==> config.mk <==
export PLATFORM = sky130hd
export DESIGN_NAME = pid_filter_table
export DESIGN_NICKNAME = d
export VERILOG_FILES = /design/src/common/ts_replacer_pkg.sv /design/src/design/pid_filter_table.sv
export VERILOG_INCLUDE_DIRS = /design/src /design/src/common
export SDC_FILE = /design/constraint.sdc
export NUM_CORES = 1
export LEC_CHECK = 0
export BUFFER_PORTS_ARGS = -buffer_cell sky130_fd_sc_hd__buf_2
export CORE_MARGIN = 4
export CORE_UTILIZATION = 51
export CTS_BUF_LIST = sky130_fd_sc_hd__clkbuf_8 sky130_fd_sc_hd__clkbuf_16
export DETAILED_ROUTE_END_ITERATION = 12
export PLACE_DENSITY = 0.76
export SYNTH_ARGS = -nofsm -noshare
export SYNTH_HDL_FRONTEND = slang
export SYNTH_SLANG_ARGS = --single-unit
==> constraint.sdc <==
create_clock -name clk -period 3.79 [get_ports clk]
set_clock_uncertainty 0.15 [all_clocks]
set_input_delay 0.758 -clock clk [delete_from_list [all_inputs] [get_ports clk]]
set_output_delay 0.758 -clock clk [all_outputs]
set_load 0.01 [all_outputs]
==> src/common/ts_replacer_macros.svh <==
`ifndef TS_REPLACER_MACROS_SVH
`define TS_REPLACER_MACROS_SVH

// host register word
`define TS_DATA_WIDTH 32

// transport packet geometry
`define TS_PACKET_BYTES 188
`define TS_PACKET_WORDS 47
`define TS_SYNC_BYTE 8'h47

// pid table and replacement memory sizes
`define TS_PID_SLOTS 4
`define TS_DATA_GROUPS 2
`define TS_RAM_WORDS (`TS_PACKET_WORDS * `TS_DATA_GROUPS)

`endif

==> src/common/ts_replacer_pkg.sv <==
`include "ts_replacer_macros.svh"

package ts_replacer_pkg;

	typedef logic [12:0] pid_t;

	// field view of one pid table slot as the host writes it
	typedef struct packed {
		logic [14:0] pad_hi;
		logic        enable;
		logic [2:0]  pad_lo;
		pid_t        pid;
	} pid_fields_t;

	// same host word, raw for transfer and decoded for the table
	typedef union packed {
		logic [`TS_DATA_WIDTH-1:0] raw;
		pid_fields_t               fields;
	} pid_cfg_u;

	// position within a packet
	typedef logic [$clog2(`TS_PACKET_BYTES)-1:0] byte_index_t;

	// which stored replacement packet is in use
	typedef logic [$clog2(`TS_DATA_GROUPS)-1:0] group_index_t;

	typedef logic [$clog2(`TS_RAM_WORDS)-1:0] ram_addr_t;

endpackage

==> src/design/pid_filter_table.sv <==
`timescale 1ns/1ps
`include "ts_replacer_macros.svh"

module pid_filter_table (
	input  logic                      clk,
	input  logic                      rst_n,
	input  logic                      update_pid_request,
	input  logic [`TS_DATA_WIDTH-1:0] pid_index,
	input  ts_replacer_pkg::pid_cfg_u pid,
	output ts_replacer_pkg::pid_cfg_u out_pid,
	input  ts_replacer_pkg::pid_t     pid_candidate,
	output logic                      pid_hit
);
	import ts_replacer_pkg::*;

	pid_t                             slot_pid [`TS_PID_SLOTS];
	logic                             slot_enable [`TS_PID_SLOTS];
	logic [$clog2(`TS_PID_SLOTS)-1:0] slot_sel;
	logic                             index_valid;

	assign index_valid = (pid_index < `TS_PID_SLOTS);
	assign slot_sel = pid_index[$clog2(`TS_PID_SLOTS)-1:0];

	// host write, out of range indexes are dropped
	always_ff @(posedge clk) begin
		if (!rst_n) begin
			for (int i = 0; i < `TS_PID_SLOTS; i++) begin
				slot_pid[i] <= '0;
				slot_enable[i] <= 1'b0;
			end
		end else if (update_pid_request && index_valid) begin
			slot_pid[slot_sel] <= pid.fields.pid;
			slot_enable[slot_sel] <= pid.fields.enable;
		end
	end

	// readback with padding forced to zero
	always_comb begin
		out_pid.raw = '0;
		if (index_valid) begin
			out_pid.fields.enable = slot_enable[slot_sel];
			out_pid.fields.pid = slot_pid[slot_sel];
		end
	end

	// all slots compared at once
	always_comb begin
		pid_hit = 1'b0;
		for (int i = 0; i < `TS_PID_SLOTS; i++) begin
			if (slot_enable[i] && (slot_pid[i] == pid_candidate)) begin
				pid_hit = 1'b1;
			end
		end
	end

endmodule

==> results of run 1 <==
cells by family after synthesis:
family / share of synthesized area
buffers and inverters: 0.0682
AO/OA/AOI/OAI: 0.00143
multiplexers: 0.0985
flip-flops: 0.471
other: 0.00107
XOR/XNOR: 0.130
AND/OR/NAND/NOR: 0.230
flip-flops by register name (all words and copies together), names as in the netlist:
register / count
slot_pid: 52
slot_enable: 4
layout make-up:
class | instances | area, sq um
fill | 539 | 2510
multi-input combinational | 200 | 1680
sequential | 56 | 1650
timing repair buffer | 84 | 440
tap | 77 | 96.3
clock buffer | 5 | 68.8
clock inverter | 3 | 38.8
inverter | 2 | 7.51
routing by layer:
layer / wire [microns] / vias to the layer above
met1: 3060 / 1123
met2: 4280 / 75
li1: - / 1090
met3: 500 / 9
met5: 0 / -
met4: 57 / 0
per-stage QoR:
stage / util / worst slack [ns] / instance area [sq um] / cells / power [W]
final: 0.613 / 0.444 / 3980 / 427 / 0.00129
after global routing: 0.613 / 0.300 / 3980 / 427 / 0.00134
after detailed placement: 0.596 / 0.459 / 3870 / 419 / 0.000924
after floorplan: - / 0.732 / 3570 / 298 / 0.000868
after global placement: 0.596 / 0.467 / 3870 / 419 / 0.000920
after CTS: 0.613 / 0.452 / 3980 / 427 / 0.00129
power breakdown:
part           total (W)  switching, W  internal (W)  leakage (nW)
Combinational   0.000185     0.0000923     0.0000927         0.909
Clock           0.000380      0.000187      0.000194        0.0593
Sequential      0.000726     0.0000214      0.000704         0.527
Total            0.00129      0.000300      0.000991          1.49
worst max-delay path: stages:
cell and delay [ns]:
buf_2 0.10, nor4_2 0.35, nand4_4 0.23, or2_1 0.51, nor2b_1 0.30, buf_2 0.18
worst min-delay path by stage:
stage                     end      startpoint  cells after the start
2_1_floorplan  slot_enable[2]  slot_enable[2]                      2
3_3_place_gp   slot_enable[2]  slot_enable[2]                      2
3_5_place_dp   slot_enable[0]  slot_enable[0]                      2
4_1_cts        slot_enable[0]  slot_enable[0]                      2
5_1_grt        slot_enable[0]  slot_enable[0]                      2
6_report       slot_enable[0]  slot_enable[0]                      2
layout by cell type, fill, tap and decap left out:
cell       netlist  final
and2_1          52     52
and4bb_1         1      1
buf_2            5     76
buf_4           18      8
bufinv_16        0      1
clkbuf_8         0      5
clkinv_2         0      1
conb_1           1     18
dfxtp_1          3      3
edfxtp_1        53     53
inv_1            2      3
mux2i_1          3      3
mux4_2          14     14
nand2_1          7      7
nand2b_1         3      3
nand3_1          1      1
nand4_1         13     13
nand4_4          2      2
nor2_1           2      2
nor2b_1         14     14
nor3_1           1      1
nor4_1           4      4
nor4_2           7      7
nor4_4           2      2
nor4b_4          1      1
o21ai_1          1      1
or2_1            1      1
or4_1            1      1
xnor2_1         52     52
==> impl_metrics.json, run 1 <==
{
  "postCtsHoldBufs": 0,
  "route.detailed.vias_per_inst": 5.38,
  "vdd_ir_drop_max_mv": 0.206,
  "fp.dieW_microns": 90.9,
  "cts-buffers-inserted": 5,
  "nets": 429,
  "cts_root_buffer": "clkbuf_8",
  "place.detailed.hpwl_mm": 5.94,
  "final_report_setup_violation_count": 0,
  "minimum_setup_slack_among_reg_to_reg_paths_ns": 3.01,
  "dominant_cells_by_area_after_synthesis": "edfxtp_1 (45%), xnor2_1 (13%), and2_1 (9.3%)",
  "endpoint_kind": "primary output",
  "ant_nets": 0,
  "h-tree-depth": 2,
  "globalRouteMet1Util": 0.248,
  "crit_required_ns": 2.88,
  "globalRouteMet3Util": 0.0325,
  "die_y_microns": 90.9,
  "io_buffer_count": 76,
  "tritoncts": "yes",
  "cts_sinks": 56,
  "gp_routability_congestion": 0.812,
  "synth_area_leader_cell": "edfxtp_1",
  "grt_setup_unrepaired": "no",
  "antenna_cells": 0,
  "worst_setup_hold_path_clk_slew_ns": 0.10,
  "synthesis.area_per_instance_sq_um": 12.5,
  "max_clock_freq_ghz": 0.299,
  "endpoint": "out_pid[4]",
  "initial_standard_cell_utilization_of_the_core": 0.540,
  "status": "finished clean",
  "layout_worst_path_cycle_share": 0.883,
  "synth_seq_area_share": 0.471,
  "power.density_nw_per_um2": 324,
  "first_global_vias": 2389,
  "netlist_area_sq_um": 3500,
  "finalSetupTns_ns": 0,
  "num_rows": 29,
  "holdCritPathClass": "reg2reg",
  "worstSkewPairLatency_ns": 0.31,
  "drc": 0,
  "number_of_antenna_violations_at_the_first_check_in_global_routing": 0,
  "worst-endpoint-arrival_ns": 2.44,
  "ff2ff_path_depth": 2,
  "timing.critical_path.from_type": "input pin",
  "static-leakage-power_nw": 1.49,
  "detailroute.via_count": 2297,
  "detail_route.first_pass.iterations": 4,
  "groute.usage.overall": 0.199,
  "cts.repair.resized": 0,
  "yosysUniqueCellTypes": 29,
  "met2_usage": 0.361,
  "ioPinCount": 113,
  "drv_cap": 0,
  "share_of_the_synthesized_area_in_the_top_cell_type": 0.454,
  "postSynth.asyncResetShare": 0,
  "avgRoutedWirePerCell_microns": 18.5,
  "layout-drive-gt1-share": 0.334,
  "grt_start_max_net_pins": 19,
  "synthToLayoutAreaGrowth_pct": 13.6,
  "crit-reg2reg-capture": "slot_enable[1]",
  "yosysWarnings": 0,
  "synth_edf_count": 53,
  "hold_violations": 0,
  "origin_of_the_critical_flop_to_flop_path": "slot_enable[1]",
  "critical_path_peak_fanout": 15,
  "drt_wl_total_mm": 7.90,
  "timing_startpoint_of_the_critical_path": "pid_index[27]",
  "grt_pass1_wl_mm": 12.6,
  "period_needed_ns": 3.35,
  "timing_worst_slew_pin_value_ns": 0.660,
  "path_class": "in2out",
  "synth_ff_type": "edfxtp_1",
  "post-cts-setup-buffers": 0,
  "die_area_sq_um": 8260,
  "synth.cells.most_frequent": "edfxtp_1 (53), and2_1 (52), xnor2_1 (52)",
  "final.hold.worst_slack_ns": 0.340,
  "clock_path_buffers": 2,
  "postSynthRegisterBits": 56,
  "core_area_sq_um": 6490,
  "synthCells": 281,
  "slew_headroom": 0.560,
  "gr-total-overflow": 0,
  "synth_most_common_cell": "edfxtp_1",
  "max_slew_violation_total_from_the_final_report": 0,
  "globalRoute.busiestLayer": "met2",
  "drt_first_iter_violations": 196
}
Note: power is estimated with default switching activity, not from simulation.
==> run 2: changes to the inputs <==
- CORE_MARGIN: 4 -> 5
==> run 2 against run 1 <==
Compared with the run above: worst setup slack better by 0.039 ns; combinational power about the same; die area up 4.4%; flip-flop and latch count unchanged; global-route usage down 0.45 points; first-iteration DRC count down 11%; critical path type unchanged; critical endpoint is now out_pid[9]; highest routed layer unchanged.
==> impl_metrics.json, run 2 (same netlist as run 1, synthesis figures left out) <==
{
  "status": "finished clean",
  "grt_pass1_wl_mm": 12.7,
  "io_buffer_count": 76,
  "power.density_nw_per_um2": 310,
  "worst-endpoint-arrival_ns": 2.40,
  "endpoint_kind": "primary output",
  "detailroute.via_count": 2276,
  "finalSetupTns_ns": 0,
  "die_y_microns": 92.9,
  "route.detailed.vias_per_inst": 5.29,
  "tritoncts": "yes",
  "max_clock_freq_ghz": 0.302,
  "finish.instance_area_sq_um": 3970,
  "ant_nets": 0,
  "cts.repair.resized": 0,
  "worstSkewPairLatency_ns": 0.31,
  "layout_worst_path_cycle_share": 0.872,
  "detail_route.first_pass.iterations": 4,
  "period_needed_ns": 3.31,
  "final_report_setup_violation_count": 0,
  "fp.dieW_microns": 92.9,
  "layout.filler_cells": 581,
  "holdCritPathClass": "reg2reg",
  "drc": 0,
  "number_of_antenna_violations_at_the_first_check_in_global_routing": 0,
  "nets": 429,
  "cts-buffers-inserted": 5,
  "num_rows": 30,
  "place.detailed.hpwl_mm": 6.04,
  "drt_wl_total_mm": 7.98,
  "gp_routability_congestion": 0.834,
  "gr-total-overflow": 0,
  "cts_sinks": 56,
  "timing.critical_path.from_type": "input pin",
  "groute.usage.overall": 0.195,
  "avgRoutedWirePerCell_microns": 18.6,
  "timing_worst_slew_pin_value_ns": 0.675,
  "largest_reg_flops": 52,
  "slew_headroom": 0.550,
  "drt_first_iter_violations": 174,
  "first_global_vias": 2424,
  "ioPinCount": 113,
  "dpl-instance-area_sq_um": 3880,
  "antenna_cells": 0,
  "grt_start_max_net_pins": 19,
  "path_class": "in2out",
  "clock_path_buffers": 2,
  "synthToLayoutAreaGrowth_pct": 13.2,
  "largest_register": "slot_pid",
  "hold_violations": 0,
  "core_area_sq_um": 6760,
  "reg.largest.list": "slot_pid: 52 flops, slot_enable: 4 flops",
  "crit_required_ns": 2.88,
  "h-tree-depth": 2,
  "grt_setup_unrepaired": "no",
  "most_frequent_cells_in_the_layout": "buf_2 (76), edfxtp_1 (53), and2_1 (52), xnor2_1 (52), conb_1 (18)",
  "postCtsHoldBufs": 0,
  "post-cts-setup-buffers": 0,
  "critical_path_peak_fanout": 15,
  "max_slew_violation_total_from_the_final_report": 0,
  "layout-drive-gt1-share": 0.334,
  "die_area_sq_um": 8630,
  "final_common_cell": "buf_2",
  "drv_cap": 0,
  "initial_standard_cell_utilization_of_the_core": 0.519,
  "worst_setup_hold_path_clk_slew_ns": 0.10,
  "vdd_ir_drop_max_mv": 0.212,
  "cts_root_buffer": "clkbuf_8",
  "static-leakage-power_nw": 1.48
}
[run 2: cell types whose count changed in the layout (fill, tap and decap cells not counted), sizes merged]
cell,change
bufinv,-1
clkinvlp,+1
[run 2: report_power, final]
group | switching [W] | internal, W | leakage [nW] | total (W)
logic | 0.0000919 | 0.0000927 | 0.909 | 0.000185
registers | 0.0000213 | 0.000704 | 0.527 | 0.000726
clock network | 0.000190 | 0.000129 | 0.0455 | 0.000319
[run 2: layout make-up]
cell class	count	area [sq um]	share of cell area
Clock buffer	5	68.8	0.0174
Sequential cell	56	1650	0.416
Tap cell	80	100	0.0252
Clock inverter	3	20.0	0.00505
Multi-Input combinational cell	200	1680	0.423
Timing Repair Buffer	84	440	0.111
Inverter	2	7.51	0.00189
[run 2: stage by stage]
stage / utilization / cells / hold WS [ns] / power (W) / worst slack [ns]
after floorplan: - / 298 / 0.302 / 0.000868 / 0.732
after global placement: 0.574 / 422 / 0.315 / 0.000921 / 0.494
after detailed placement: 0.574 / 422 / 0.318 / 0.000925 / 0.469
after CTS: 0.587 / 430 / 0.340 / 0.00123 / 0.468
after global routing: 0.587 / 430 / 0.379 / 0.00128 / 0.361
final: 0.587 / 430 / 0.344 / 0.00123 / 0.483
[run 2: critical path: stages]
cell and delay (ns):
buf_2 0.10, nor4_2 0.36, nand4_4 0.23, or2_1 0.52, nor2b_1 0.26, buf_2 0.16
[run 2: final timing paths]
path | startpoint | end | slack [ns] | cells after the start
hold / removal | slot_enable[2] | slot_enable[2] | 0.34 | 2
hold reg to reg | slot_enable[2] | slot_enable[2] | 0.34 | 2
setup reg to reg | slot_enable[1] | slot_enable[1] | 2.96 | 2
setup / recovery | pid_index[29] | out_pid[9] | 0.48 | 6
[run 2: routing by layer]
metal  vias up  wire length (microns)  GRT usage
met3        12                    557     0.0349
met5         -                      0          0
li1       1087                      -          -
met4         0                    121     0.0598
met1      1097                   3120      0.236
met2        80                   4180      0.350
==> run 3: changes to the inputs <==
- PLACE_DENSITY: 0.76 -> not set
- PLACE_DENSITY_LB_ADDON: not set -> 0.15
==> run 3 against run 2 <==
Compared with the run above: final area hardly changed; die area did not move; core utilization barely moved; critical path type unchanged; highest routed layer unchanged; power decreased by 1.4%; register-to-register slack better by 0.07 ns; routed wire length down 1.8%.
==> impl_metrics.json, run 3 (same netlist as run 1, synthesis figures left out) <==
{
  "clkPwrFrac": 0.249,
  "ioPinCount": 113,
  "final_common_cell": "buf_2",
  "hold_violations": 0,
  "groute.usage.overall": 0.190,
  "met2_usage": 0.346,
  "cts_sinks": 56,
  "grt_start_max_net_pins": 19,
  "drt_wl_total_mm": 7.83,
  "dpl-instance-area_sq_um": 3880,
  "finalSetupTns_ns": 0,
  "initial_standard_cell_utilization_of_the_core": 0.519,
  "clock_path_buffers": 2,
  "tritoncts": "yes",
  "cts.repair.resized": 0,
  "layout-drive-gt1-share": 0.330,
  "area.sequential_sq_um": 1650,
  "globalRouteMet1Util": 0.235,
  "nets": 430,
  "io_buffer_count": 76,
  "grt_setup_unrepaired": "no",
  "grt_pass1_wl_mm": 12.2,
  "place.detailed.hpwl_mm": 5.91,
  "worst-endpoint-arrival_ns": 2.39,
  "endpoint_kind": "primary output",
  "layout.filler_cells": 582,
  "static-leakage-power_nw": 1.49,
  "worstSkewPairLatency_ns": 0.29,
  "finish.instance_area_sq_um": 3970,
  "fp.dieW_microns": 92.9,
  "num_rows": 30,
  "final_report_setup_violation_count": 0,
  "postLayoutCoreUtil": 0.587,
  "first_global_vias": 2298,
  "internal_power_w": 0.000921,
  "vdd_ir_drop_max_mv": 0.221,
  "timing.critical_path.from_type": "input pin",
  "detail_route.first_pass.iterations": 4,
  "slew_headroom": 0.559,
  "drc": 0,
  "h-tree-depth": 2,
  "cts-buffers-inserted": 5,
  "number_of_antenna_violations_at_the_first_check_in_global_routing": 0,
  "largest_reg_flops": 52,
  "cts_root_buffer": "clkbuf_8",
  "status": "finished clean",
  "power.share.combinational": 0.154,
  "final.hold.worst_slack_ns": 0.341,
  "antenna_cells": 0,
  "die_area_sq_um": 8630,
  "route.detailed.vias_per_inst": 5.19,
  "detailroute.via_count": 2239,
  "period_needed_ns": 3.30,
  "crit_required_ns": 2.88,
  "power.density_nw_per_um2": 306,
  "drt_first_iter_violations": 177,
  "die_y_microns": 92.9,
  "max_slew_violation_total_from_the_final_report": 0,
  "worst_setup_hold_path_clk_slew_ns": 0.09,
  "holdCritPathClass": "reg2reg",
  "synthToLayoutAreaGrowth_pct": 13.1,
  "path_class": "in2out",
  "gr-total-overflow": 0,
  "ant_nets": 0,
  "avgRoutedWirePerCell_microns": 18.2,
  "most_frequent_cells_in_the_layout": "buf_2 (76), edfxtp_1 (53), and2_1 (52), xnor2_1 (52), conb_1 (18)",
  "core_area_sq_um": 6760,
  "max_clock_freq_ghz": 0.303,
  "gp_routability_congestion": 0.837,
  "postCtsHoldBufs": 0,
  "switching_share": 0.240,
  "largest_register": "slot_pid",
  "critical_path_peak_fanout": 15,
  "layout_worst_path_cycle_share": 0.870,
  "seq_power_share": 0.597,
  "p_sw_w": 0.000291,
  "globalRouteMet3Util": 0.0276,
  "reg.largest.list": "slot_pid: 52 flops, slot_enable: 4 flops",
  "globalRoute.busiestLayer": "met2",
  "drv_cap": 0,
  "timing_worst_slew_pin_value_ns": 0.662,
  "post-cts-setup-buffers": 0,
  "multi_input_comb_area_sq_um": 1680
}
## run 3: cell count changes in the layout (fill, tap and decap cells not counted), sizes merged
cell / change
buf: +1
inv: +1
clkinvlp: -1
## run 3: power groups by stage
stage | clock (W) | combinational (W) | sequential, W
floorplan | 0 | 0.000135 | 0.000733
global placement | 0 | 0.000187 | 0.000737
detailed placement | 0 | 0.000187 | 0.000739
CTS | 0.000307 | 0.000188 | 0.000724
global route | 0.000334 | 0.000204 | 0.000728
finish | 0.000302 | 0.000186 | 0.000724
## run 3: worst paths after layout
check | from | endpoint | slack (ns) | cells after the start
setup / recovery | pid_index[18] | out_pid[9] | 0.49 | 6
hold / removal | slot_enable[2] | slot_enable[2] | 0.34 | 2
setup reg to reg | slot_enable[1] | slot_enable[1] | 3.03 | 2
hold reg to reg | slot_enable[2] | slot_enable[2] | 0.34 | 2
## run 3: critical path, cell delays in order
cell	delay (ns)
buf_2	0.10
nor4_2	0.36
nand4_4	0.22
or2_1	0.53
nor2b_1	0.25
buf_2	0.16
## run 3: through the flow
| stage | instances | power, W | setup WS (ns) |
|---|---|---|---|
| finish | 431 | 0.00121 | 0.493 |
| global route | 431 | 0.00127 | 0.360 |
| CTS | 431 | 0.00122 | 0.471 |
| detailed placement | 423 | 0.000926 | 0.481 |
| global placement | 423 | 0.000924 | 0.469 |
| floorplan | 298 | 0.000868 | 0.732 |
## run 3: final cells by class
class / count / share of cell area
clock buffer: 5 / 0.0174
clock inverter: 3 / 0.00284
inverter: 2 / 0.00189
multi-input combinational: 200 / 0.423
sequential: 56 / 0.417
tap: 80 / 0.0252
timing repair buffer: 85 / 0.113
## run 3: per-layer routing
metal	vias up	wire [microns]
li1	1087	-
met1	1077	3240
met2	64	4120
met3	11	361
met4	0	106
met5	-	0
