<file path="config.mk">
export PLATFORM = sky130hd
export DESIGN_NAME = replace_fsm
export DESIGN_NICKNAME = d
export VERILOG_FILES = /design/src/ts_rewrite/replace_fsm.sv
export VERILOG_INCLUDE_DIRS = /design/src /design/src/common
export SDC_FILE = /design/constraint.sdc
export NUM_CORES = 1
export LEC_CHECK = 0
export BUFFER_PORTS_ARGS = -buffer_cell sky130_fd_sc_hd__buf_2
export CORE_ASPECT_RATIO = 1.75
export CORE_MARGIN = 10
export CORE_UTILIZATION = 40
export CTS_CLUSTER_SIZE = 24
export DETAILED_ROUTE_END_ITERATION = 10
export PLACE_DENSITY = 0.66
export SLEW_MARGIN = 5
export SYNTH_ARGS = -nofsm -noshare
export SYNTH_HDL_FRONTEND = slang
export SYNTH_SLANG_ARGS = --single-unit
export TNS_END_PERCENT = 30
</file>
<file path="constraint.sdc">
create_clock -name clk -period 1.9 [get_ports clk]
set_input_delay 0.095 -clock clk [delete_from_list [all_inputs] [get_ports clk]]
set_output_delay 0.095 -clock clk [all_outputs]
set_load 0.05 [all_outputs]
</file>
<file path="src/common/ts_replacer_macros.svh">
`ifndef TS_REPLACER_MACROS_SVH
`define TS_REPLACER_MACROS_SVH

// host register word
`define TS_DATA_WIDTH 32

// transport packet geometry
`define TS_PACKET_BYTES 188
`define TS_PACKET_WORDS 47
`define TS_SYNC_BYTE 8'h47

// pid table and replacement memory sizes
`define TS_PID_SLOTS 4
`define TS_DATA_GROUPS 2
`define TS_RAM_WORDS (`TS_PACKET_WORDS * `TS_DATA_GROUPS)

`endif

</file>
<file path="src/ts_rewrite/replace_fsm.sv">
`timescale 1ns/1ps
`include "ts_replacer_macros.svh"

module replace_fsm (
	input  logic                      clk,
	input  logic                      rst_n,
	input  logic                      mpeg_valid,
	input  logic [7:0]                stage2_data,
	input  logic                      stage2_sync,
	input  logic                      pid_hit,
	input  logic                      match_enable,
	input  logic                      pass_all,
	input  logic                      packet_last,
	output logic                      emit,
	output logic                      restart,
	output logic                      forwarding,
	output logic [`TS_DATA_WIDTH-1:0] matched_count
);

	localparam logic [1:0] ST_DROP    = 2'd0;
	localparam logic [1:0] ST_REPLACE = 2'd1;
	localparam logic [1:0] ST_FORWARD = 2'd2;

	logic [1:0] state;
	logic       sync_seen;
	logic       decide;
	logic       match_pulse;

	// packet start sits in stage 2 while the pid bytes are in stage 1 and the input
	assign sync_seen = stage2_sync && (stage2_data == `TS_SYNC_BYTE);
	assign decide = mpeg_valid && !pass_all && sync_seen;
	assign match_pulse = decide && pid_hit && match_enable;

	// pass-all keeps the position counter parked at byte 0
	assign restart = decide || (mpeg_valid && pass_all);

	assign forwarding = (state == ST_FORWARD);
	assign emit = mpeg_valid && ((state == ST_REPLACE) || forwarding);

	always_ff @(posedge clk) begin
		if (!rst_n) begin
			state <= ST_DROP;
			matched_count <= '0;
		end else begin
			if (match_pulse) begin
				matched_count <= matched_count + 1'b1;
			end

			if (mpeg_valid) begin
				if (pass_all) begin
					state <= ST_FORWARD;
				end else if (decide) begin
					state <= (pid_hit && match_enable) ? ST_REPLACE : ST_DROP;
				end else if (packet_last || forwarding) begin
					state <= ST_DROP;
				end
			end
		end
	end

endmodule

</file>
==> results_dict.tcl, run 1 <==
set metrics [dict create \
    die_w_um 70.9 \
    dp_hpwl_um 4190 \
    power_density_nw_per_um2 589 \
    synth_seq_cells 34 \
    syn_area_um2 1810 \
    fmax_ghz 0.558 \
    grt_pass1_wl_um 8670 \
    synth_cell_type_count 36 \
    row_count 32 \
    p_leak_nw 0.928 \
    cts_tree "done" \
    dp_slack_ps 7.08 \
    dr.pass1.iters 6 \
    cts-htree-levels 2 \
    final_common_cell "buf_2" \
    cp_data_required_time_ps 2120 \
    n_antenna_cell 0 \
    path_max_fanout 10 \
    skew_ps 4.57 \
    vias 1948 \
    ant_nets 0 \
    grt_max_degree 20 \
    fin_ws_ps 108 \
    die-height_um 109 \
    fill_cells 467 \
    clk-insertion-delay-late_ps 290 \
    relSlewSlack_pct 76.4 \
    drc 0 \
    rsz0062_at_grt "false" \
    io_pins 51 \
    worstHoldPathType "in2reg" \
    drt_wl_total_um 5380 \
    finalSetupViolCount 0 \
    cp-start-kind "register" \
    min_period_over_period_pct 94.3 \
    synth-edff-count 0 \
    clkSinkCount 34 \
    min_period_ps 1790 \
    vdd_ir_drop_max_mv 0.457 \
    cts_buffers 5 \
    worst_slew_pin_slew_ps 350 \
    synth-main-ff-cell "dfxtp_1" \
    drive_gt1_share_pct 38.4 \
    place_congestion 0.788 \
    hold_slack_ps 119 \
    maxCapViolCount 0 \
    area_growth_pct 32.9 \
    avgViaCountPerCell 5.90 \
    yosysSeqAreaShare_pct 37.5 \
    cp-end-kind "register" \
    clk_pin_slew_ps 70 \
    grt_pass1_vias 1841 \
    arrival_ps 2020 \
    worstSetupPathType "reg2reg" \
    routedWlPerCell_um 16.3 \
    dieArea_um2 7740 \
    root_buffer "clkbuf_8" \
    nets 296 \
    final_core_util_pct 54.7 \
    yosys_warnings 0 \
    grt_util_all_layers_pct 13.6 \
    status "finished, final reports clean" \
    layout_common_cells "50 x buf_2, 21 x a21oi_1, 18 x buf_4, 16 x nand2_1, 16 x dfxtp_1" \
    drv_slew 0 \
    post_synth.cell_area_avg_um2 8.48 \
    async_flop_share_pct 0 \
    detail_route.iter0.violations 147 \
    cts_buffer_depth 2 \
    fp.coreArea_um2 4400 \
    post_cts_buffers 0 \
    overflow 0 \
    start_util_pct 41.2 \
    antenna_found_initial 0 \
    syn_nets 232 \
    finalHoldViolations 0 \
    io_buffers 50 \
    synth_cells 214 \
]
state kept, by name (all words and copies together) (netlist names):
| name | cells |
|---|---|
| matched_count | 32 |
| state | 2 |
layout make-up:
type | count | area (um2) | share of cell area, %
flip-flops and latches | 34 | 726 | 30.1
multi-input cells | 161 | 1100 | 45.5
repair buffers | 68 | 385 | 16.0
inverters | 8 | 30.0 | 1.25
clock buffers | 8 | 110 | 4.57
well taps | 51 | 63.8 | 2.65
Yosys cell counts, drive strengths merged (2+ instances only):
| cell type | number | area (um2) |
|---|---|---|
| o31ai | 10 | 75.1 |
| nor4 | 4 | 25.0 |
| nand2 | 16 | 60.1 |
| a21oi | 21 | 105 |
| nand4 | 12 | 81.3 |
| nor2 | 3 | 11.3 |
| and4bb | 2 | 25.0 |
| nand3 | 11 | 55.1 |
| buf | 3 | 13.8 |
| nand4bb | 3 | 33.8 |
| ha | 2 | 25.0 |
| inv | 8 | 30.0 |
| dfxtp | 34 | 681 |
| xnor2 | 2 | 17.5 |
| or4 | 12 | 90.1 |
| o21ai | 10 | 50.1 |
| or3 | 11 | 72.6 |
| o311ai | 6 | 52.6 |
| o41ai | 6 | 52.6 |
| and4 | 8 | 71.3 |
| clkbuf | 8 | 30.0 |
| mux2i | 4 | 40.0 |
| nand2b | 9 | 56.3 |
layer usage:
layer / wire (um) / vias to the layer above / GRT usage (%)
met3: 233 / 10 / 3.73
li1: - / 962 / -
met1: 2030 / 942 / 13.1
met5: 0 / - / 0
met2: 3010 / 34 / 25.8
met4: 102 / 0 / 5.97
kinds of logic (layout without fill, tap and decap cells):
group	Yosys count	in the layout	share of synthesized area, %
flip-flops	34	34	37.5
adder cells (fa/ha/maj)	2	2	1.38
multiplexers	4	4	2.21
buffers and inverters	19	84	4.07
AO/OA/AOI/OAI	56	56	19.6
XOR/XNOR	2	2	0.966
AND/OR/NAND/NOR	97	97	34.3
repair_timing:
action | in CTS | in global routing
setup endpoints to repair | 2 | 9
resized for setup | 1 | 7
pin swaps | 0 | 0
hold buffers | 0 | 0
hold endpoints to repair | 0 | 0
critical path, cell delays in order, from the launching register on:
cell     delay, ps
dfxtp_4        360
nand4_2        130
or4_4          620
or4_1          480
a21oi_1        130
where the power goes:
part           switching [mW]  total, mW  internal [mW]  leakage [nW]
registers            0.000777      0.701          0.700         0.286
logic                  0.0481     0.0755         0.0274         0.585
clock network           0.277      0.644          0.366        0.0575
total                   0.326       1.42           1.09         0.928
through the flow:
| stage | std cells | area [um2] | setup TNS [ps] | power (mW) |
|---|---|---|---|---|
| 6_report | 330 | 2410 | 0 | 1.42 |
| 5_1_grt | 330 | 2410 | 0 | 1.48 |
| 4_1_cts | 330 | 2390 | 0 | 1.43 |
| 3_5_place_dp | 322 | 2280 | 0 | 0.793 |
| 3_3_place_gp | 322 | 2280 | 0 | 0.792 |
| 2_1_floorplan | 214 | 1880 | -71.5 | 0.761 |
path summary, 6_finish.rpt:
| kind | startpoint | endpoint | slack (ps) | cells after the start |
|---|---|---|---|---|
| worst max-delay path | matched_count[5] | matched_count[30] | 110 | 4 |
| worst min-delay path | pass_all | state[1] | 120 | 3 |
| worst max register to register | matched_count[5] | matched_count[30] | 110 | 4 |
| worst min register to register | matched_count[31] | matched_count[31] | 470 | 2 |
Note: power is estimated with default switching activity, not from simulation.
==> run 2, diff against run 1 <==
Settings changed: BUFFER_PORTS_ARGS -buffer_cell sky130_fd_sc_hd__buf_2 to not set, CAP_MARGIN set to 20, DONT_BUFFER_PORTS set to 1, PLACE_DENSITY 0.66 to not set.
==> run 2 against run 1 <==
  * Global-route usage increased by 0.23 points
  * Setup slack about the same
  * Wire length increased by 0.72%
  * Non-clock buffer count decreased by 22
  * Largest power group unchanged
  * Highest routed layer unchanged
==> results_dict.tcl, run 2 (same netlist as run 1, synthesis figures left out) <==
set metrics [dict create \
    drive_gt1_share_pct 29.2 \
    relSlewSlack_pct 54.3 \
    antenna_found_initial 0 \
    start_util_pct 41.2 \
    worstRegToRegCells 5 \
    layout_common_cells "42 x buf_4, 21 x a21oi_1, 16 x nand2_1, 16 x dfxtp_1" \
    rsz0062_at_grt "true" \
    seqCellArea_um2 726 \
    root_buffer "clkbuf_8" \
    dr.pass1.iters 4 \
    worstSetupPathType "reg2reg" \
    min_period_ps 1790 \
    rr_startpoint "matched_count[1]" \
    cp-end-kind "register" \
    arrival_ps 2010 \
    routedWlPerCell_um 17.6 \
    vias 1870 \
    critPathMaxStageDelay_ps 490 \
    grt_pass1_wl_um 8830 \
    final_common_cell "buf_4" \
    cts_buffers 5 \
    final.setup.tns_ps 0 \
    cts-htree-levels 2 \
    slowest_stage "or4_4" \
    fill_cells 441 \
    clkSinkCount 34 \
    p_total_mw 1.27 \
    ant_nets 0 \
    finalHoldViolations 0 \
    clk_pin_slew_ps 60 \
    io_buffers 0 \
    multiInputGateArea_um2 1080 \
    cts_buffer_depth 2 \
    reg_top3 "matched_count: 32 flops, state: 2 flops" \
    drt_wl_total_um 5420 \
    final_core_util_pct 53.0 \
    path_max_fanout 10 \
    finalSetupViolCount 0 \
    area_growth_pct 28.7 \
    nets 274 \
    skew_ps 2.37 \
    worst-path-stages 5 \
    detail_route.iter0.violations 95 \
    dp_hpwl_um 4130 \
    crit_buf_inv 0 \
    cts_tree "done" \
    max_flop_register "matched_count" \
    grt_pass1_vias 1849 \
    maxCapViolCount 0 \
    p_leak_nw 0.786 \
    reg2reg_slack_ps 110 \
    drc 0 \
    vdd_ir_drop_max_mv 0.567 \
    fp.coreArea_um2 4400 \
    cp-start-kind "register" \
    worstSetupStartpoint "matched_count[1]" \
    clk-insertion-delay-late_ps 280 \
    grt_max_degree 25 \
    drv_slew 0 \
    cp_data_required_time_ps 2110 \
    grt_util_all_layers_pct 13.8 \
    n_antenna_cell 0 \
    die_w_um 70.9 \
    crit_path_cell_trace "ha_4, nand4_1, or4_4, or4_1, a21oi_1" \
    status "finished, final reports clean" \
    overflow 0 \
    dieArea_um2 7740 \
    power_density_nw_per_um2 543 \
    worstHoldPathType "in2reg" \
    row_count 32 \
    fmax_ghz 0.558 \
    largest_reg_flops 32 \
    die-height_um 109 \
    path_delay_family "simple AND/OR/NAND/NOR gates" \
    worst_slew_pin_slew_ps 684 \
    place_congestion 0.808 \
    r2r_end "matched_count[30]" \
    crit_end "matched_count[30]" \
    min_period_over_period_pct 94.3 \
    io_pins 51 \
    avgViaCountPerCell 6.07 \
]
## run 2: changes by cell type in the layout (fill, tap and decap cells not counted), sizes merged
| cell | delta |
|---|---|
| buf | -26 |
| dlygate4sd3 | +4 |
## run 2: area by class of cell
cell class | count | share of cell area [%]
Clock buffer | 8 | 3.43
Timing Repair Buffer | 46 | 15.2
Tap cell | 51 | 2.73
Multi-Input combinational cell | 161 | 46.2
Sequential cell | 34 | 31.1
Inverter | 8 | 1.29
## run 2: worst min-delay path by stage
stage                     startpoint                end  slack, ps  cells past startpoint
final                          rst_n  matched_count[22]         10                      2
after detailed placement       rst_n  matched_count[29]        250                      2
after CTS                      rst_n  matched_count[24]          5                      2
after floorplan             pass_all           state[1]        270                      2
after global placement         rst_n  matched_count[29]        250                      2
after global routing           rst_n  matched_count[22]         10                      2
## run 2: through the flow
step	cell area, um2	hold WS [ps]	worst slack [ps]	std cells
3_3_place_gp	2210	247	45.3	296
2_1_floorplan	1880	267	-24.4	214
4_1_cts	2330	4.98	1.09	308
6_report	2330	9.89	108	308
5_1_grt	2330	12.6	3.83	308
3_5_place_dp	2210	252	24.9	296
## run 2: where the power goes
group / internal (mW) / leakage [nW] / switching (mW) / total (mW)
Sequential: 0.701 / 0.286 / 0.000703 / 0.702
Combinational: 0.0215 / 0.461 / 0.0393 / 0.0608
Clock: 0.260 / 0.0395 / 0.244 / 0.505
Total: 0.982 / 0.786 / 0.284 / 1.27
## run 2: routing by layer
layer | vias to the layer above | routed length (um) | GRT usage [%]
met5 | - | 0 | 0
met4 | 0 | 65 | 4.17
met3 | 5 | 381 | 5.28
met2 | 40 | 3060 | 27.8
met1 | 899 | 1920 | 11.9
li1 | 926 | - | -
## run 2: worst reg2reg max path, stage by stage, from the launching register on
cell	delay, ps
dfxtp_4	370
ha_4	130
nand4_1	120
or4_4	490
or4_1	490
a21oi_1	130
## run 2: timing repair
| action | in CTS | in global routing |
|---|---|---|
| endpoints found under the setup margin | 0 | 9 |
| hold endpoints to repair | 11 | 0 |
| hold buffers | 4 | 0 |
| resized for setup | 0 | 3 |
| setup buffers | 0 | 0 |
==> run 3, diff against run 2 <==
Settings changed: ABC_AREA set to 1.
==> run 3 against run 2 <==
  * Wire length is 28% higher
  * Die area increased by 16%
  * Final area is 14% higher
  * Setup slack gained 14 ps
  * Largest power group unchanged
==> results_dict.tcl, run 3 <==
set metrics [dict create \
    rsz0062_at_grt "true" \
    synth-main-ff-cell "dfxtp_1" \
    finalSetupViolCount 0 \
    yosys-top-cells-count "120 x nand2_1, 79 x nor2_1, 47 x inv_1" \
    nets 431 \
    yosysSeqAreaShare_pct 31.1 \
    min_period_ps 1780 \
    cts-htree-levels 2 \
    worstHoldPathType "in2reg" \
    finalHoldViolations 0 \
    grt_pass1_vias 2307 \
    yosys.cell_count.top_type "nand2_1" \
    worstSetupStartpoint "matched_count[0]" \
    avgViaCountPerCell 4.82 \
    cp_data_required_time_ps 2110 \
    final_core_util_pct 50.3 \
    cp-end-kind "register" \
    area_growth_pct 21.8 \
    fp.coreArea_um2 5300 \
    root_buffer "clkbuf_8" \
    dieArea_um2 8950 \
    hold_slack_ps 14.4 \
    critPathMaxStageDelay_ps 570 \
    io_buffers 0 \
    drive_gt1_share_pct 16.0 \
    synth_top_cell_area_share_pct 31.1 \
    start_util_pct 41.3 \
    worstSetupPathType "reg2reg" \
    synth_cell_type_count 26 \
    n_antenna_cell 0 \
    synth.top_cells.by_area "dfxtp_1 31%, nand2_1 21%, nor2_1 14%, inv_1 8.1%, nand3_1 4.6%" \
    drt_wl_total_um 6930 \
    io_pins 51 \
    place_congestion 1.02 \
    clkPwrFrac_pct 40.2 \
    p_leak_nw 1.03 \
    grt_max_degree 22 \
    dp_hpwl_um 5560 \
    die_w_um 75.9 \
    syn_area_um2 2190 \
    vias 2342 \
    rr_startpoint "matched_count[0]" \
    drc 0 \
    post_cts_buffers 0 \
    drv_slew 0 \
    power_density_nw_per_um2 498 \
    hold_start "mpeg_valid" \
    yosys_warnings 0 \
    post_synth.cell_area_avg_um2 5.92 \
    path_delay_family "buffers and inverters" \
    min_period_over_period_pct 93.6 \
    cell_internal_pwr_mw 1.02 \
    ant_nets 0 \
    async_flop_share_pct 0 \
    detail_route.iter0.violations 139 \
    cp-start-kind "register" \
    p_switching_mw 0.310 \
    clkSinkCount 34 \
    seqPwrFrac_pct 53.9 \
    largest_reg_flops 32 \
    p_total_mw 1.33 \
    overflow 0 \
    dr.pass1.iters 5 \
    grt_pass1_wl_um 11400 \
    path_max_fanout 3 \
    layout_common_cells "120 x nand2_1, 79 x nor2_1, 47 x inv_1, 35 x buf_4, 34 x dfxtp_1" \
    skew_ps 5.41 \
    row_count 35 \
    slowest_stage "dlygate4sd3_1" \
    relSlewSlack_pct 43.9 \
    pwr-share-comb_pct 5.9 \
    synth-edff-count 0 \
    reg_top3 "matched_count: 32 flops, state: 2 flops" \
    routedWlPerCell_um 14.3 \
    grt_util_all_layers_pct 15.4 \
    arrival_ps 1990 \
    syn_nets 388 \
    synth_cells 370 \
    final_common_cell "nand2_1" \
    worst_slew_pin_slew_ps 839 \
    synth_seq_cells 34 \
    vdd_ir_drop_max_mv 0.279 \
    fill_cells 588 \
    seqCellArea_um2 681 \
    crit_buf_inv 1 \
    crit_path_cell_trace "ha_2, nand3_2, xnor2_2, nand4_1, dlygate4sd3_1, a21oi_1" \
    cts_buffers 5 \
    cts_tree "done" \
    antenna_found_initial 0 \
    clk-insertion-delay-late_ps 280 \
    synth_top_area_cell "dfxtp_1" \
    clk_pin_slew_ps 70 \
    max_flop_register "matched_count" \
    maxCapViolCount 0 \
    die-height_um 118 \
    power.share.switching_pct 23.4 \
    cts_buffer_depth 2 \
    multiInputGateArea_um2 1320 \
    fmax_ghz 0.562 \
    status "finished, final reports clean" \
]
[run 3: power groups by stage]
| stage | clock network (mW) | registers (mW) | logic [mW] |
|---|---|---|---|
| floorplan | 0 | 0.732 | 0.0589 |
| global placement | 0 | 0.732 | 0.0646 |
| detailed placement | 0 | 0.732 | 0.0657 |
| CTS | 0.537 | 0.716 | 0.0793 |
| global route | 0.571 | 0.716 | 0.0881 |
| finish | 0.534 | 0.716 | 0.0790 |
[run 3: area by class of cell]
| class | count | area share, % |
|---|---|---|
| Inverter | 48 | 6.75 |
| Sequential cell | 34 | 25.5 |
| Tap cell | 74 | 3.47 |
| Timing Repair Buffer | 40 | 11.7 |
| Clock buffer | 6 | 3.10 |
| Multi-Input combinational cell | 284 | 49.4 |
[run 3: worst reg2reg max path, stage by stage (launching register included)]
cell and delay [ps]:
dfxtp_1 340, ha_2 200, nand3_2 150, xnor2_2 210, nand4_1 110, dlygate4sd3_1 570
a21oi_1 130
[run 3: cell families (layout without fill, tap and decap cells)]
kind of cell / count (synthesis) / after routing / share of synthesized area, %
and+or+nand+nor: 251 / 251 / 50.4
buffers and inverters: 52 / 94 / 9.31
xor gates and xnor gates: 5 / 5 / 2.00
DFF: 34 / 34 / 31.1
AOI/OAI and AO/OA: 26 / 26 / 6.06
adders and majority gates: 2 / 2 / 1.14
[run 3: worst paths after layout]
path | slack (ps) | endpoint | cells past startpoint
max | 120 | matched_count[4] | 6
min | 10 | state[0] | 2
max reg2reg | 120 | matched_count[4] | 6
min reg2reg | 460 | state[0] | 2
[run 3: through the flow]
stage / instance area [um2] / cells / setup slack (ps) / TNS (ps)
4_1_cts: 2650 / 486 / 73.2 / 0
3_3_place_gp: 2520 / 475 / 142 / 0
6_report: 2670 / 486 / 122 / 0
3_5_place_dp: 2520 / 475 / 144 / 0
2_1_floorplan: 2190 / 370 / 8.38 / 0
5_1_grt: 2670 / 486 / -0.0588 / -0.0588
[run 3: layer usage]
| layer | share of wire (%) | wire length [um] | global-route usage (%) | vias up |
|---|---|---|---|---|
| li1 | - | - | - | 1226 |
| met1 | 35 | 2410 | 14.5 | 1022 |
| met2 | 54 | 3740 | 28.9 | 75 |
| met3 | 7.9 | 551 | 5.58 | 19 |
| met4 | 3.4 | 238 | 6.43 | 0 |
| met5 | 0 | 0 | 0 | - |
[run 3: what timing repair did]
item | 4_1_cts | 5_1_grt
hold buffers | 5 | 0
endpoints found under the setup margin | 0 | 1
hold endpoints to repair | 23 | 0
resized for setup | 0 | 3
