**config.mk**
```make
export PLATFORM = sky130hd
export DESIGN_NAME = ts_delay_line
export DESIGN_NICKNAME = d
export VERILOG_FILES = /design/src/ts_rewrite/ts_delay_line.sv
export SDC_FILE = /design/constraint.sdc
export NUM_CORES = 1
export LEC_CHECK = 0
export ABC_AREA = 1
export ABC_CLOCK_PERIOD_IN_PS = 1150
export BUFFER_PORTS_ARGS = -buffer_cell sky130_fd_sc_hd__buf_4
export CORE_MARGIN = 2
export CORE_UTILIZATION = 45
export CTS_CLUSTER_DIAMETER = 150
export DETAILED_ROUTE_END_ITERATION = 16
export PLACE_DENSITY = 0.76
export SYNTH_ARGS = -nofsm -noshare
export SYNTH_HDL_FRONTEND = slang
export SYNTH_SLANG_ARGS = --single-unit
```
**constraint.sdc**
```tcl
create_clock -name clk -period 1.15 [get_ports clk]
set_input_delay 0.115 -clock clk [delete_from_list [all_inputs] [get_ports clk]]
set_output_delay 0.115 -clock clk [all_outputs]
set_load 0.05 [all_outputs]
```
**src/ts_rewrite/ts_delay_line.sv**
```systemverilog
`timescale 1ns/1ps

module ts_delay_line (
	input  logic       clk,
	input  logic       rst_n,
	input  logic       mpeg_valid,
	input  logic       mpeg_sync,
	input  logic [7:0] mpeg_data,
	output logic [7:0] stage1_data,
	output logic [7:0] stage2_data,
	output logic [7:0] stage3_data,
	output logic       stage2_sync,
	output logic       stage3_sync
);

	logic stage1_sync;

	// sync flags are control and get cleared
	always_ff @(posedge clk) begin
		if (!rst_n) begin
			stage1_sync <= 1'b0;
			stage2_sync <= 1'b0;
			stage3_sync <= 1'b0;
		end else if (mpeg_valid) begin
			stage1_sync <= mpeg_sync;
			stage2_sync <= stage1_sync;
			stage3_sync <= stage2_sync;
		end
	end

	// byte pipeline, moves only on the stream strobe
	always_ff @(posedge clk) begin
		if (mpeg_valid) begin
			stage1_data <= mpeg_data;
			stage2_data <= stage1_data;
			stage3_data <= stage2_data;
		end
	end

endmodule
```
==> results.rst, run 1 <==
.. list-table::
   :header-rows: 1

   * - Metric
     - Value
   * - Fillcell total
     - between 100 and 150
   * - Clk sink count
     - 27
   * - CP Max Fanout
     - 2
   * - Antenna cell count
     - 0
   * - Count of input and output buffers
     - 37
   * - Post-Syn Instances
     - 42
   * - Crit path time final
     - approximately 1.1 ns
   * - Category of the worst setup path launch point
     - flip-flop
   * - Placed inst area
     - about 1100 um2
   * - # DRC
     - 0
   * - Setup repair after global routing missed its margin
     - no
   * - Internal Pwr Total
     - between 1 and 1.5 mW
   * - Wire length of the first global-routing pass
     - between 1.5 and 2 mm
   * - Crit share post-route
     - between 90% and 100%
   * - Cell area after synthesis
     - 837.1 um2
   * - Highest achievable clock rate
     - between 0.9 and 1 GHz
   * - Setup violators final
     - 0
   * - Synth Warn #
     - 0
   * - Initial antenna violation count
     - 0
   * - Cell Pwr Density
     - approximately 1600 nW/um2
   * - Req. time, crit path
     - 1.03 ns
   * - Design area
     - roughly 1300 um2
   * - Via count of the first global-routing pass
     - 409
   * - Result of the run
     - finished, final reports clean
   * - Width of the die
     - between 40 and 50 um
   * - Crit path capture type
     - primary output
   * - Post-route antenna net violation count
     - 0
   * - Worst-Margin Slew
     - roughly 0.34 ns
   * - Share of cells above drive strength 1
     - between 40% and 50%
   * - Pre-CTS worst setup slack
     - roughly 0.37 ns
   * - Standard-cell row count
     - 15
   * - Number of nets in the layout
     - 104
   * - Clock latency on the worst-skew pair
     - slightly above 0.3 ns
   * - Remaining global-route overflow
     - 0
   * - Sum of buffers and inverters on the critical path
     - 1
   * - Share of power burned in combinational logic
     - 20.5%
   * - Switching part of the total power
     - 28.05%
   * - Signal arrival time at the worst endpoint
     - 0.94 ns
   * - Portion of total power attributed to the clock network
     - 19.3%
   * - EDFF count, synth
     - 24
   * - Fin util
     - a little under three quarters
   * - H-tree lvl count
     - 1
   * - Number of different library cells in the post-synthesis netlist
     - 5
   * - Portion of the post-synthesis area used by sequential elements
     - ~93%
   * - Global routing usage summed across all routing layers
     - between 10% and 20%
   * - Master of the slowest instance on the critical path
     - sky130_fd_sc_hd__edfxtp_1
   * - Relative slew slack
     - between 70% and 80%
   * - Post-synthesis sequential element count
     - 27
   * - WS Path Type
     - reg2out
   * - Design Power
     - between 1.5 and 2 mW
   * - Max_cap viols
     - 0
   * - Number of CTS-inserted buffers
     - 3
   * - Worst-path clk slew
     - 0.13 ns
   * - Number of optimization iterations in the first detailed-route pass
     - 3
   * - Number of design-rule violations left by the first detailed-router iteration
     - 5
   * - Setup slack of the critical path after layout
     - between 0.09 and 0.1 ns
   * - Gate family responsible for the most delay along the worst path
     - flip-flops
   * - Count of placed standard cells in the final layout, fillers left out
     - about 120
   * - Hold buffer count at CTS
     - 8
   * - Sequential power share
     - about 60%
   * - Starting density of the core
     - a little under half
   * - Vert. Die Dim
     - 47.13 um
   * - Routability congestion estimate from global placement
     - 0.6239
   * - Library cell occupying the most area in the post-synthesis netlist
     - sky130_fd_sc_hd__edfxtp_1
   * - HPWL reported at the end of detailed placement
     - roughly 910 um
   * - Biggest cell delay along the critical path
     - between 0.4 and 0.5 ns
   * - TritonCTS clock tree
     - yes
   * - Net count after synthesis
     - 54
   * - Growth of design area from synthesis to finish
     - 49.63%
   * - Final-report hold violation count
     - 0
   * - Via density per instance
     - 4.319
   * - Maximum buffer depth of the clock tree
     - 2
   * - Setup TNS Final
     - 0 ns
   * - Yosys top cell area share
     - between 80% and 90%
   * - Top cells by count, synth
     - sky130_fd_sc_hd__edfxtp_1 (24), sky130_fd_sc_hd__nand2_1 (6), sky130_fd_sc_hd__nor2_1 (6)
   * - Maximum number of pins on one net before global-route repair
     - 31
   * - Library cell with the highest instance count after synthesis
     - sky130_fd_sc_hd__edfxtp_1
   * - Cells along the critical path
     - buf_4
   * - Biggest area contributors in the synthesized netlist
     - sky130_fd_sc_hd__edfxtp_1 (86%), sky130_fd_sc_hd__dfxtp_1 (7.2%), sky130_fd_sc_hd__nand2_1 (2.7%)
   * - WHS
     - around 0.041 ns
   * - Top flip-flop cell by instance count after synthesis
     - sky130_fd_sc_hd__edfxtp_1
   * - Area enclosed by the die boundary
     - about 2200 um2
   * - Number of setup buffers added after CTS
     - 0
   * - Per-instance average area after synthesis
     - around 20 um2
   * - Net switching component of the power
     - approximately 0.55 mW
   * - Via count
     - 501
   * - Detailed Route WL
     - ~1.4 mm
   * - Clock root cell
     - sky130_fd_sc_hd__clkbuf_4
   * - Worst min-delay path category
     - in2reg
   * - Leak
     - 0.5260 nW
   * - Final routed wire length divided by cell count
     - roughly 12 um
   * - Core Footprint
     - ~1700 um2
   * - Cells resized by post-CTS repair
     - 0
   * - Worst supply voltage drop on vdd
     - approximately 0.9 mV
   * - Max-slew violation count
     - 0
   * - Max Clock Skew
     - about 0.003 ns
   * - Count of pins on the block boundary
     - 38
   * - Cell total after placement
     - around 100
   * - Ys async rst share
     - 0%
[placed cells by master (no fill, tap or decap)]
master / n
sky130_fd_sc_hd__buf_4: 37
sky130_fd_sc_hd__clkbuf_1: 1
sky130_fd_sc_hd__clkbuf_4: 3
sky130_fd_sc_hd__dfxtp_1: 3
sky130_fd_sc_hd__dlygate4sd3_1: 8
sky130_fd_sc_hd__edfxtp_1: 24
sky130_fd_sc_hd__inv_1: 3
sky130_fd_sc_hd__nand2_1: 6
sky130_fd_sc_hd__nor2_1: 6
[power by group through the flow]
stage	Sequential, mW	Clock (mW)	Combinational [mW]
global route	1.18	0.430	0.416
floorplan	1.42	0	0.0132
global placement	1.19	0	0.376
CTS	1.17	0.388	0.403
detailed placement	1.20	0	0.380
finish	1.17	0.377	0.401
[kinds of logic (layout without fill, tap and decap cells)]
family / Yosys count / count (layout) / synth area share (%)
flip-flops: 27 / 27 / 93.27
AND/OR/NAND/NOR: 12 / 12 / 5.381
buffers and inverters: 3 / 52 / 1.345
[registers in the layout, summed over array words and instances, names as in the netlist]
name         count
stage1_data      8
stage1_sync      1
stage2_data      8
stage2_sync      1
stage3_data      8
stage3_sync      1
[final timing paths]
path,from,endpoint,slack [ns],depth (start not counted)
setup / recovery,stage2_data[5],stage2_data[5],0.09,1
hold reg to reg,stage1_data[0],stage2_data[0],0.47,0
hold / removal,rst_n,stage2_sync,0.04,3
setup reg to reg,stage2_sync,stage3_sync,0.46,4
[layer usage]
layer	vias to the layer above	global-route usage [%]	part of all wire [%]
li1	246	-	-
met1	227	14.03	38
met2	24	21.92	54
met3	4	3.462	5.3
met4	0	10.00	2.4
met5	-	0	0
[cell type report]
| type | count | area [um2] | area share, % |
|---|---|---|---|
| timing repair buffer | 45 | 357.8 | 28.57 |
| tap | 25 | 31.28 | 2.498 |
| inverter | 3 | 11.26 | 0.8991 |
| multi-input combinational | 12 | 45.04 | 3.596 |
| sequential | 27 | 780.7 | 62.34 |
| clock buffer | 4 | 26.28 | 2.098 |
Note: power is estimated with default switching activity, not from simulation.
==> run 2: changes to the inputs <==
--- a/config.mk
+++ b/config.mk
@@ -7,12 +7,12 @@
 export LEC_CHECK = 0
 export ABC_AREA = 1
 export ABC_CLOCK_PERIOD_IN_PS = 1150
-export BUFFER_PORTS_ARGS = -buffer_cell sky130_fd_sc_hd__buf_4
-export CORE_MARGIN = 2
+export BUFFER_PORTS_ARGS = -buffer_cell sky130_fd_sc_hd__buf_2
 export CORE_UTILIZATION = 45
 export CTS_CLUSTER_DIAMETER = 150
 export DETAILED_ROUTE_END_ITERATION = 16
 export PLACE_DENSITY = 0.76
+export REMOVE_ABC_BUFFERS = 1
 export SYNTH_ARGS = -nofsm -noshare
 export SYNTH_HDL_FRONTEND = slang
 export SYNTH_SLANG_ARGS = --single-unit
==> run 2 against run 1 <==
Compared with the run above:
- global-route usage grew 2.1 points
- via count rose by 2.6%
- power shrank 2.2%
- largest cell class unchanged
- critical endpoint is now stage1_data[7]
==> results.rst, run 2 (synthesis gave the netlist of run 1 again) <==
.. list-table::
   :header-rows: 1

   * - Metric
     - Value
   * - Standard-cell row count
     - 15
   * - Master of the slowest instance on the critical path
     - sky130_fd_sc_hd__edfxtp_1
   * - Growth of design area from synthesis to finish
     - 40.96%
   * - HPWL reported at the end of detailed placement
     - 872.7 um
   * - Via count of the first global-routing pass
     - 456
   * - Metal3 WL
     - approximately 77 um
   * - Crit share post-route
     - slightly above 90%
   * - Result of the run
     - finished, final reports clean
   * - Leak
     - between 0.5 and 0.6 nW
   * - Hold Crit Depth
     - 3
   * - Cell Pwr Density
     - roughly 1600 nW/um2
   * - Count of input and output buffers
     - 37
   * - Worst r2r dst
     - stage2_data[7]
   * - Reg-to-Reg Start
     - stage1_data[7]
   * - Worst min-delay path category
     - in2reg
   * - Maximum buffer depth of the clock tree
     - 2
   * - Setup repair after global routing missed its margin
     - no
   * - Antenna cell count
     - 0
   * - Via density per instance
     - between 4 and 5
   * - Cell total after placement
     - around 110
   * - Fin util
     - roughly 68%
   * - Final-report hold violation count
     - 0
   * - Req. time, crit path
     - just over 1 ns
   * - Global routing usage summed across all routing layers
     - roughly 15%
   * - Detailed Route WL
     - between 1 and 1.5 mm
   * - Signal arrival time at the worst endpoint
     - 0.96 ns
   * - Vert. Die Dim
     - about 45 um
   * - Number of nets in the layout
     - approximately 110
   * - Clock root cell
     - sky130_fd_sc_hd__clkbuf_4
   * - Top layer in use
     - met4
   * - Width of the die
     - 45.13 um
   * - Share of cells above drive strength 1
     - between 40 and 50%
   * - Count of placed standard cells in the final layout, fillers left out
     - approximately 120
   * - Most frequent cells in the layout
     - sky130_fd_sc_hd__buf_2 (37), sky130_fd_sc_hd__edfxtp_1 (24), sky130_fd_sc_hd__dlygate4sd3_1 (8)
   * - Setup violators final
     - 0
   * - Gate family responsible for the most delay along the worst path
     - flip-flops
   * - Routability congestion estimate from global placement
     - approximately 0.60
   * - Core Footprint
     - ~1700 um2
   * - Setup TNS Final
     - 0 ns
   * - Starting density of the core
     - between 40% and 50%
   * - Category of the worst setup path launch point
     - flip-flop
   * - Crit path capture type
     - primary output
   * - H-tree lvl count
     - 1
   * - Design area
     - between 1000 and 1500 um2
   * - Hold buffer count at CTS
     - 8
   * - Count of cells along the worst register-to-register path
     - 0
   * - Remaining global-route overflow
     - 0
   * - Biggest cell delay along the critical path
     - between 0.4 and 0.5 ns
   * - Post-route met1 wirelength
     - roughly 490 um
   * - Most frequent standard cell in the layout excluding fill and tap cells
     - sky130_fd_sc_hd__buf_2
   * - CP Max Fanout
     - 2
   * - Number of CTS-inserted buffers
     - 3
   * - Endpoint, Worst Hold
     - stage1_sync
   * - Crit path time final
     - 1.071 ns
   * - Area enclosed by the die boundary
     - approximately 2000 um2
   * - Cells along the critical path
     - buf_2
   * - # DRC
     - 0
   * - Wire length of the first global-routing pass
     - approximately 2.0 mm
   * - Max Clock Skew
     - around 0.0043 ns
   * - Initial antenna violation count
     - 0
   * - Design Power
     - about 1.9 mW
   * - Clock latency on the worst-skew pair
     - approximately 0.31 ns
   * - Number of optimization iterations in the first detailed-route pass
     - 3
   * - Flop-to-flop setup slack
     - 0.48 ns
   * - Worst supply voltage drop on vdd
     - 1.145 mV
   * - Met2 WL
     - between 700 and 800 um
   * - Number of design-rule violations left by the first detailed-router iteration
     - 8
   * - Registers with the most flip-flops
     - stage1_data (8), stage2_data (8), stage3_data (8)
   * - WS Path Type
     - reg2out
   * - Clk sink count
     - 27
   * - Placed inst area
     - 1074 um2
   * - Final routed wire length divided by cell count
     - 11.67 um
   * - Worst-Margin Slew
     - roughly 0.25 ns
   * - Maximum number of pins on one net before global-route repair
     - 31
   * - Post-route antenna net violation count
     - 0
   * - Via count
     - 514
   * - Worst-path clk slew
     - about 0.13 ns
   * - TritonCTS clock tree
     - yes
   * - Relative slew slack
     - 83.19%
   * - Cells resized by post-CTS repair
     - 0
   * - Highest achievable clock rate
     - just over 0.9 GHz
   * - Hold Startpoint
     - rst_n
   * - Max_cap viols
     - 0
   * - Sum of buffers and inverters on the critical path
     - 1
   * - Count of pins on the block boundary
     - 38
   * - Max-slew violation count
     - 0
   * - Number of setup buffers added after CTS
     - 0
-- run 2: layout make-up --
class / count / area [um2]
fillers: 145 / 546.8
clock buffers: 4 / 26.28
inverters: 3 / 11.26
repair buffers: 46 / 285.3
well taps: 25 / 31.28
multi-input cells: 12 / 45.04
flip-flops and latches: 27 / 780.7
-- run 2: per-stage QoR --
stage	setup slack, ns	hold WS (ns)
floorplan	0.2214	0.2139
global placement	0.4432	0.2936
detailed placement	0.4246	0.2946
CTS	0.06296	0.03168
global route	0.01823	0.02334
finish	0.07929	0.03555
-- run 2: metal layers --
layer | vias up | track usage [%]
met3 | 2 | 5.200
met2 | 21 | 28.12
met1 | 242 | 14.17
li1 | 249 | -
met4 | 0 | 9.091
met5 | - | 0
-- run 2: worst max path at each step --
stage | end | cells after the start | slack [ns] | from
after floorplan | stage2_data[0] | 0 | 0.22 | stage1_data[0]
after global placement | stage1_data[3] | 2 | 0.44 | mpeg_valid
after detailed placement | stage1_data[7] | 1 | 0.42 | stage1_data[7]
after CTS | stage1_data[7] | 1 | 0.06 | stage1_data[7]
after global routing | stage2_data[6] | 1 | 0.02 | stage2_data[6]
final | stage1_data[7] | 1 | 0.08 | stage1_data[7]
-- run 2: report_power, final --
| group | total (mW) | switching, mW | internal (mW) |
|---|---|---|---|
| clock network | 0.377 | 0.241 | 0.135 |
| logic | 0.363 | 0.278 | 0.0850 |
| registers | 1.17 | 0.0249 | 1.14 |
==> run 3: changes to the inputs <==
--- a/config.mk
+++ b/config.mk
@@ -5,7 +5,6 @@
 export SDC_FILE = /design/constraint.sdc
 export NUM_CORES = 1
 export LEC_CHECK = 0
-export ABC_AREA = 1
 export ABC_CLOCK_PERIOD_IN_PS = 1150
 export BUFFER_PORTS_ARGS = -buffer_cell sky130_fd_sc_hd__buf_2
 export CORE_UTILIZATION = 45
==> run 3 against run 2 <==
Compared with the run above:
- fmax shrank 0.17%
- first-iteration DRC count shrank 38%
- power shrank 1.8%
- sequential share of layout area grew 0.71 points
- final area shrank 1.1%
- register-to-register slack is essentially flat
- cell count shrank 6.8%
- highest routed layer is now met3
==> results.rst, run 3 <==
.. list-table::
   :header-rows: 1

   * - Metric
     - Value
   * - Setup slack of the critical path after layout
     - ~0.077 ns
   * - Cell total after placement
     - 97
   * - Leak
     - a little under 0.5 nW
   * - Number of setup buffers added after CTS
     - 0
   * - EDFF count, synth
     - 24
   * - Portion of the post-synthesis area used by sequential elements
     - 94.12%
   * - Portion of total power attributed to the clock network
     - 19.8%
   * - Crit share post-route
     - 93.27%
   * - Registers with the most flip-flops
     - stage1_data (8), stage2_data (8), stage3_data (8)
   * - Max_cap viols
     - 0
   * - Maximum buffer depth of the clock tree
     - 2
   * - Count of placed standard cells in the final layout, fillers left out
     - around 110
   * - Ys async rst share
     - 0%
   * - Post-Syn Instances
     - 33
   * - Final-report hold violation count
     - 0
   * - Clock root cell
     - sky130_fd_sc_hd__clkbuf_4
   * - Clock latency on the worst-skew pair
     - about 0.3 ns
   * - Wire length of the first global-routing pass
     - 1.524 mm
   * - Master of the slowest instance on the critical path
     - sky130_fd_sc_hd__edfxtp_1
   * - Top flip-flop cell by instance count after synthesis
     - sky130_fd_sc_hd__edfxtp_1
   * - Hold buffer count at CTS
     - 8
   * - Antenna cell count
     - 0
   * - Routability congestion estimate from global placement
     - 0.6834
   * - Crit path capture type
     - primary output
   * - Crit path time final
     - around 1.1 ns
   * - Worst-Margin Slew
     - 0.2575 ns
   * - Number of nets in the layout
     - 97
   * - HPWL reported at the end of detailed placement
     - 814.4 um
   * - Fin util
     - about two thirds
   * - Worst min-delay path category
     - in2reg
   * - Internal Pwr Total
     - 1.356 mW
   * - Max Clock Skew
     - 0.004327 ns
   * - TritonCTS clock tree
     - yes
   * - Via count
     - roughly 480
   * - Biggest cell delay along the critical path
     - about 0.42 ns
   * - Post-synthesis sequential element count
     - 27
   * - Most frequent standard cell in the layout excluding fill and tap cells
     - sky130_fd_sc_hd__buf_2
   * - Global routing usage summed across all routing layers
     - 11.01%
   * - Library cell occupying the most area in the post-synthesis netlist
     - sky130_fd_sc_hd__edfxtp_1
   * - Category of the worst setup path launch point
     - flip-flop
   * - Share of cells above drive strength 1
     - between 50% and 60%
   * - Design Power
     - approximately 1.9 mW
   * - Biggest area contributors in the synthesized netlist
     - sky130_fd_sc_hd__edfxtp_1 (87%), sky130_fd_sc_hd__dfxtp_1 (7.2%), sky130_fd_sc_hd__mux2i_1 (3.6%)
   * - Number of optimization iterations in the first detailed-route pass
     - 3
   * - Synth Warn #
     - 0
   * - Core Footprint
     - between 1500 and 2000 um2
   * - Setup TNS Final
     - 0 ns
   * - Via count of the first global-routing pass
     - around 400
   * - Per-instance average area after synthesis
     - approximately 25 um2
   * - Number of design-rule violations left by the first detailed-router iteration
     - 5
   * - Yosys top cell area share
     - between 80 and 90%
   * - Gate family responsible for the most delay along the worst path
     - flip-flops
   * - Design area
     - ~1200 um2
   * - Number of CTS-inserted buffers
     - 3
   * - Sequential cell area
     - slightly below 800 um2
   * - Count of input and output buffers
     - 37
   * - Switching part of the total power
     - 27.63%
   * - Cells along the critical path
     - buf_2
   * - CP Max Fanout
     - 2
   * - Cell area after synthesis
     - about 830 um2
   * - Starting density of the core
     - around half
   * - Detailed Route WL
     - approximately 1.2 mm
   * - Clk sink count
     - 27
   * - Most frequent cells in the layout
     - sky130_fd_sc_hd__buf_2 (37), sky130_fd_sc_hd__edfxtp_1 (24), sky130_fd_sc_hd__dlygate4sd3_1 (8)
   * - Area enclosed by the die boundary
     - between 2000 and 2500 um2
   * - Placed inst area
     - 1061 um2
   * - Vert. Die Dim
     - approximately 45 um
   * - Highest achievable clock rate
     - ~0.93 GHz
   * - Fillcell total
     - 123
   * - Post-route antenna net violation count
     - 0
   * - Remaining global-route overflow
     - 0
   * - Sum of buffers and inverters on the critical path
     - 1
   * - Result of the run
     - finished, final reports clean
   * - Worst-path clk slew
     - between 0.1 and 0.15 ns
   * - Worst supply voltage drop on vdd
     - roughly 1.0 mV
   * - Via density per instance
     - 4.367
   * - Max-slew violation count
     - 0
   * - WS Path Type
     - reg2out
   * - Cell Pwr Density
     - 1605 nW/um2
   * - Pre-CTS worst setup slack
     - roughly 0.26 ns
   * - Growth of design area from synthesis to finish
     - 40.72%
   * - # DRC
     - 0
   * - Maximum number of pins on one net before global-route repair
     - 15
   * - Share of power burned in combinational logic
     - between 10% and 20%
   * - Req. time, crit path
     - about 1 ns
   * - Final routed wire length divided by cell count
     - 10.64 um
   * - Initial antenna violation count
     - 0
   * - Standard-cell row count
     - 15
   * - Net switching component of the power
     - between 0.5 and 0.6 mW
   * - Signal arrival time at the worst endpoint
     - between 0.9 and 1 ns
   * - Top cells by count, synth
     - sky130_fd_sc_hd__edfxtp_1 (24), sky130_fd_sc_hd__dfxtp_1 (3), sky130_fd_sc_hd__mux2i_1 (3), sky130_fd_sc_hd__nor2b_1 (3)
   * - Cells resized by post-CTS repair
     - 0
   * - Setup violators final
     - 0
   * - Count of pins on the block boundary
     - 38
   * - Width of the die
     - 44.94 um
   * - Relative slew slack
     - between 80% and 90%
   * - Sequential power share
     - 62.2%
   * - Number of different library cells in the post-synthesis netlist
     - 4
   * - WHS
     - about 0.030 ns
   * - Setup repair after global routing missed its margin
     - no
   * - Area of the multi-input gates
     - around 49 um2
   * - Library cell with the highest instance count after synthesis
     - sky130_fd_sc_hd__edfxtp_1
   * - H-tree lvl count
     - 1
==> run 3: cell count changes after synthesis <==
cell and delta:
sky130_fd_sc_hd__mux2i_1 +3, sky130_fd_sc_hd__nor2b_1 +3, sky130_fd_sc_hd__inv_1 -3, sky130_fd_sc_hd__nor2_1 -6, sky130_fd_sc_hd__nand2_1 -6
==> run 3: kinds of logic after synthesis <==
family           synth area share [%]
muxes                           3.620
DFF                             94.12
and+or+nand+nor                 2.263
==> run 3: power groups by stage <==
stage / clock (mW) / combinational (mW) / sequential, mW
global placement: 0 / 0.315 / 1.19
CTS: 0.386 / 0.339 / 1.16
global route: 0.415 / 0.350 / 1.17
floorplan: 0 / 0.00800 / 1.40
finish: 0.371 / 0.338 / 1.16
detailed placement: 0 / 0.318 / 1.19
==> run 3: worst paths after layout <==
kind | startpoint | endpoint | slack, ns | cells past startpoint
hold reg to reg | stage2_data[0] | stage3_data[0] | 0.46 | 0
setup reg to reg | stage1_data[3] | stage2_data[3] | 0.48 | 0
hold / removal | rst_n | stage2_sync | 0.03 | 2
setup / recovery | stage1_data[3] | stage1_data[3] | 0.08 | 1
==> run 3: layer usage <==
metal | vias to the layer above | GRT usage (%) | wire length, um | part of all wire [%]
li1 | 228 | - | - | -
met1 | 224 | 9.749 | 438 | 38
met2 | 24 | 22.61 | 648 | 56
met3 | 0 | 2.000 | 73 | 6.3
met4 | 0 | 5.455 | 0 | 0
met5 | - | 0 | 0 | 0
==> run 3: layout make-up <==
| type | instances | area share (%) |
|---|---|---|
| sequential | 27 | 66.88 |
| timing repair buffer | 47 | 24.01 |
| multi-input combinational | 6 | 4.180 |
| tap | 25 | 2.680 |
| clock buffer | 4 | 2.251 |
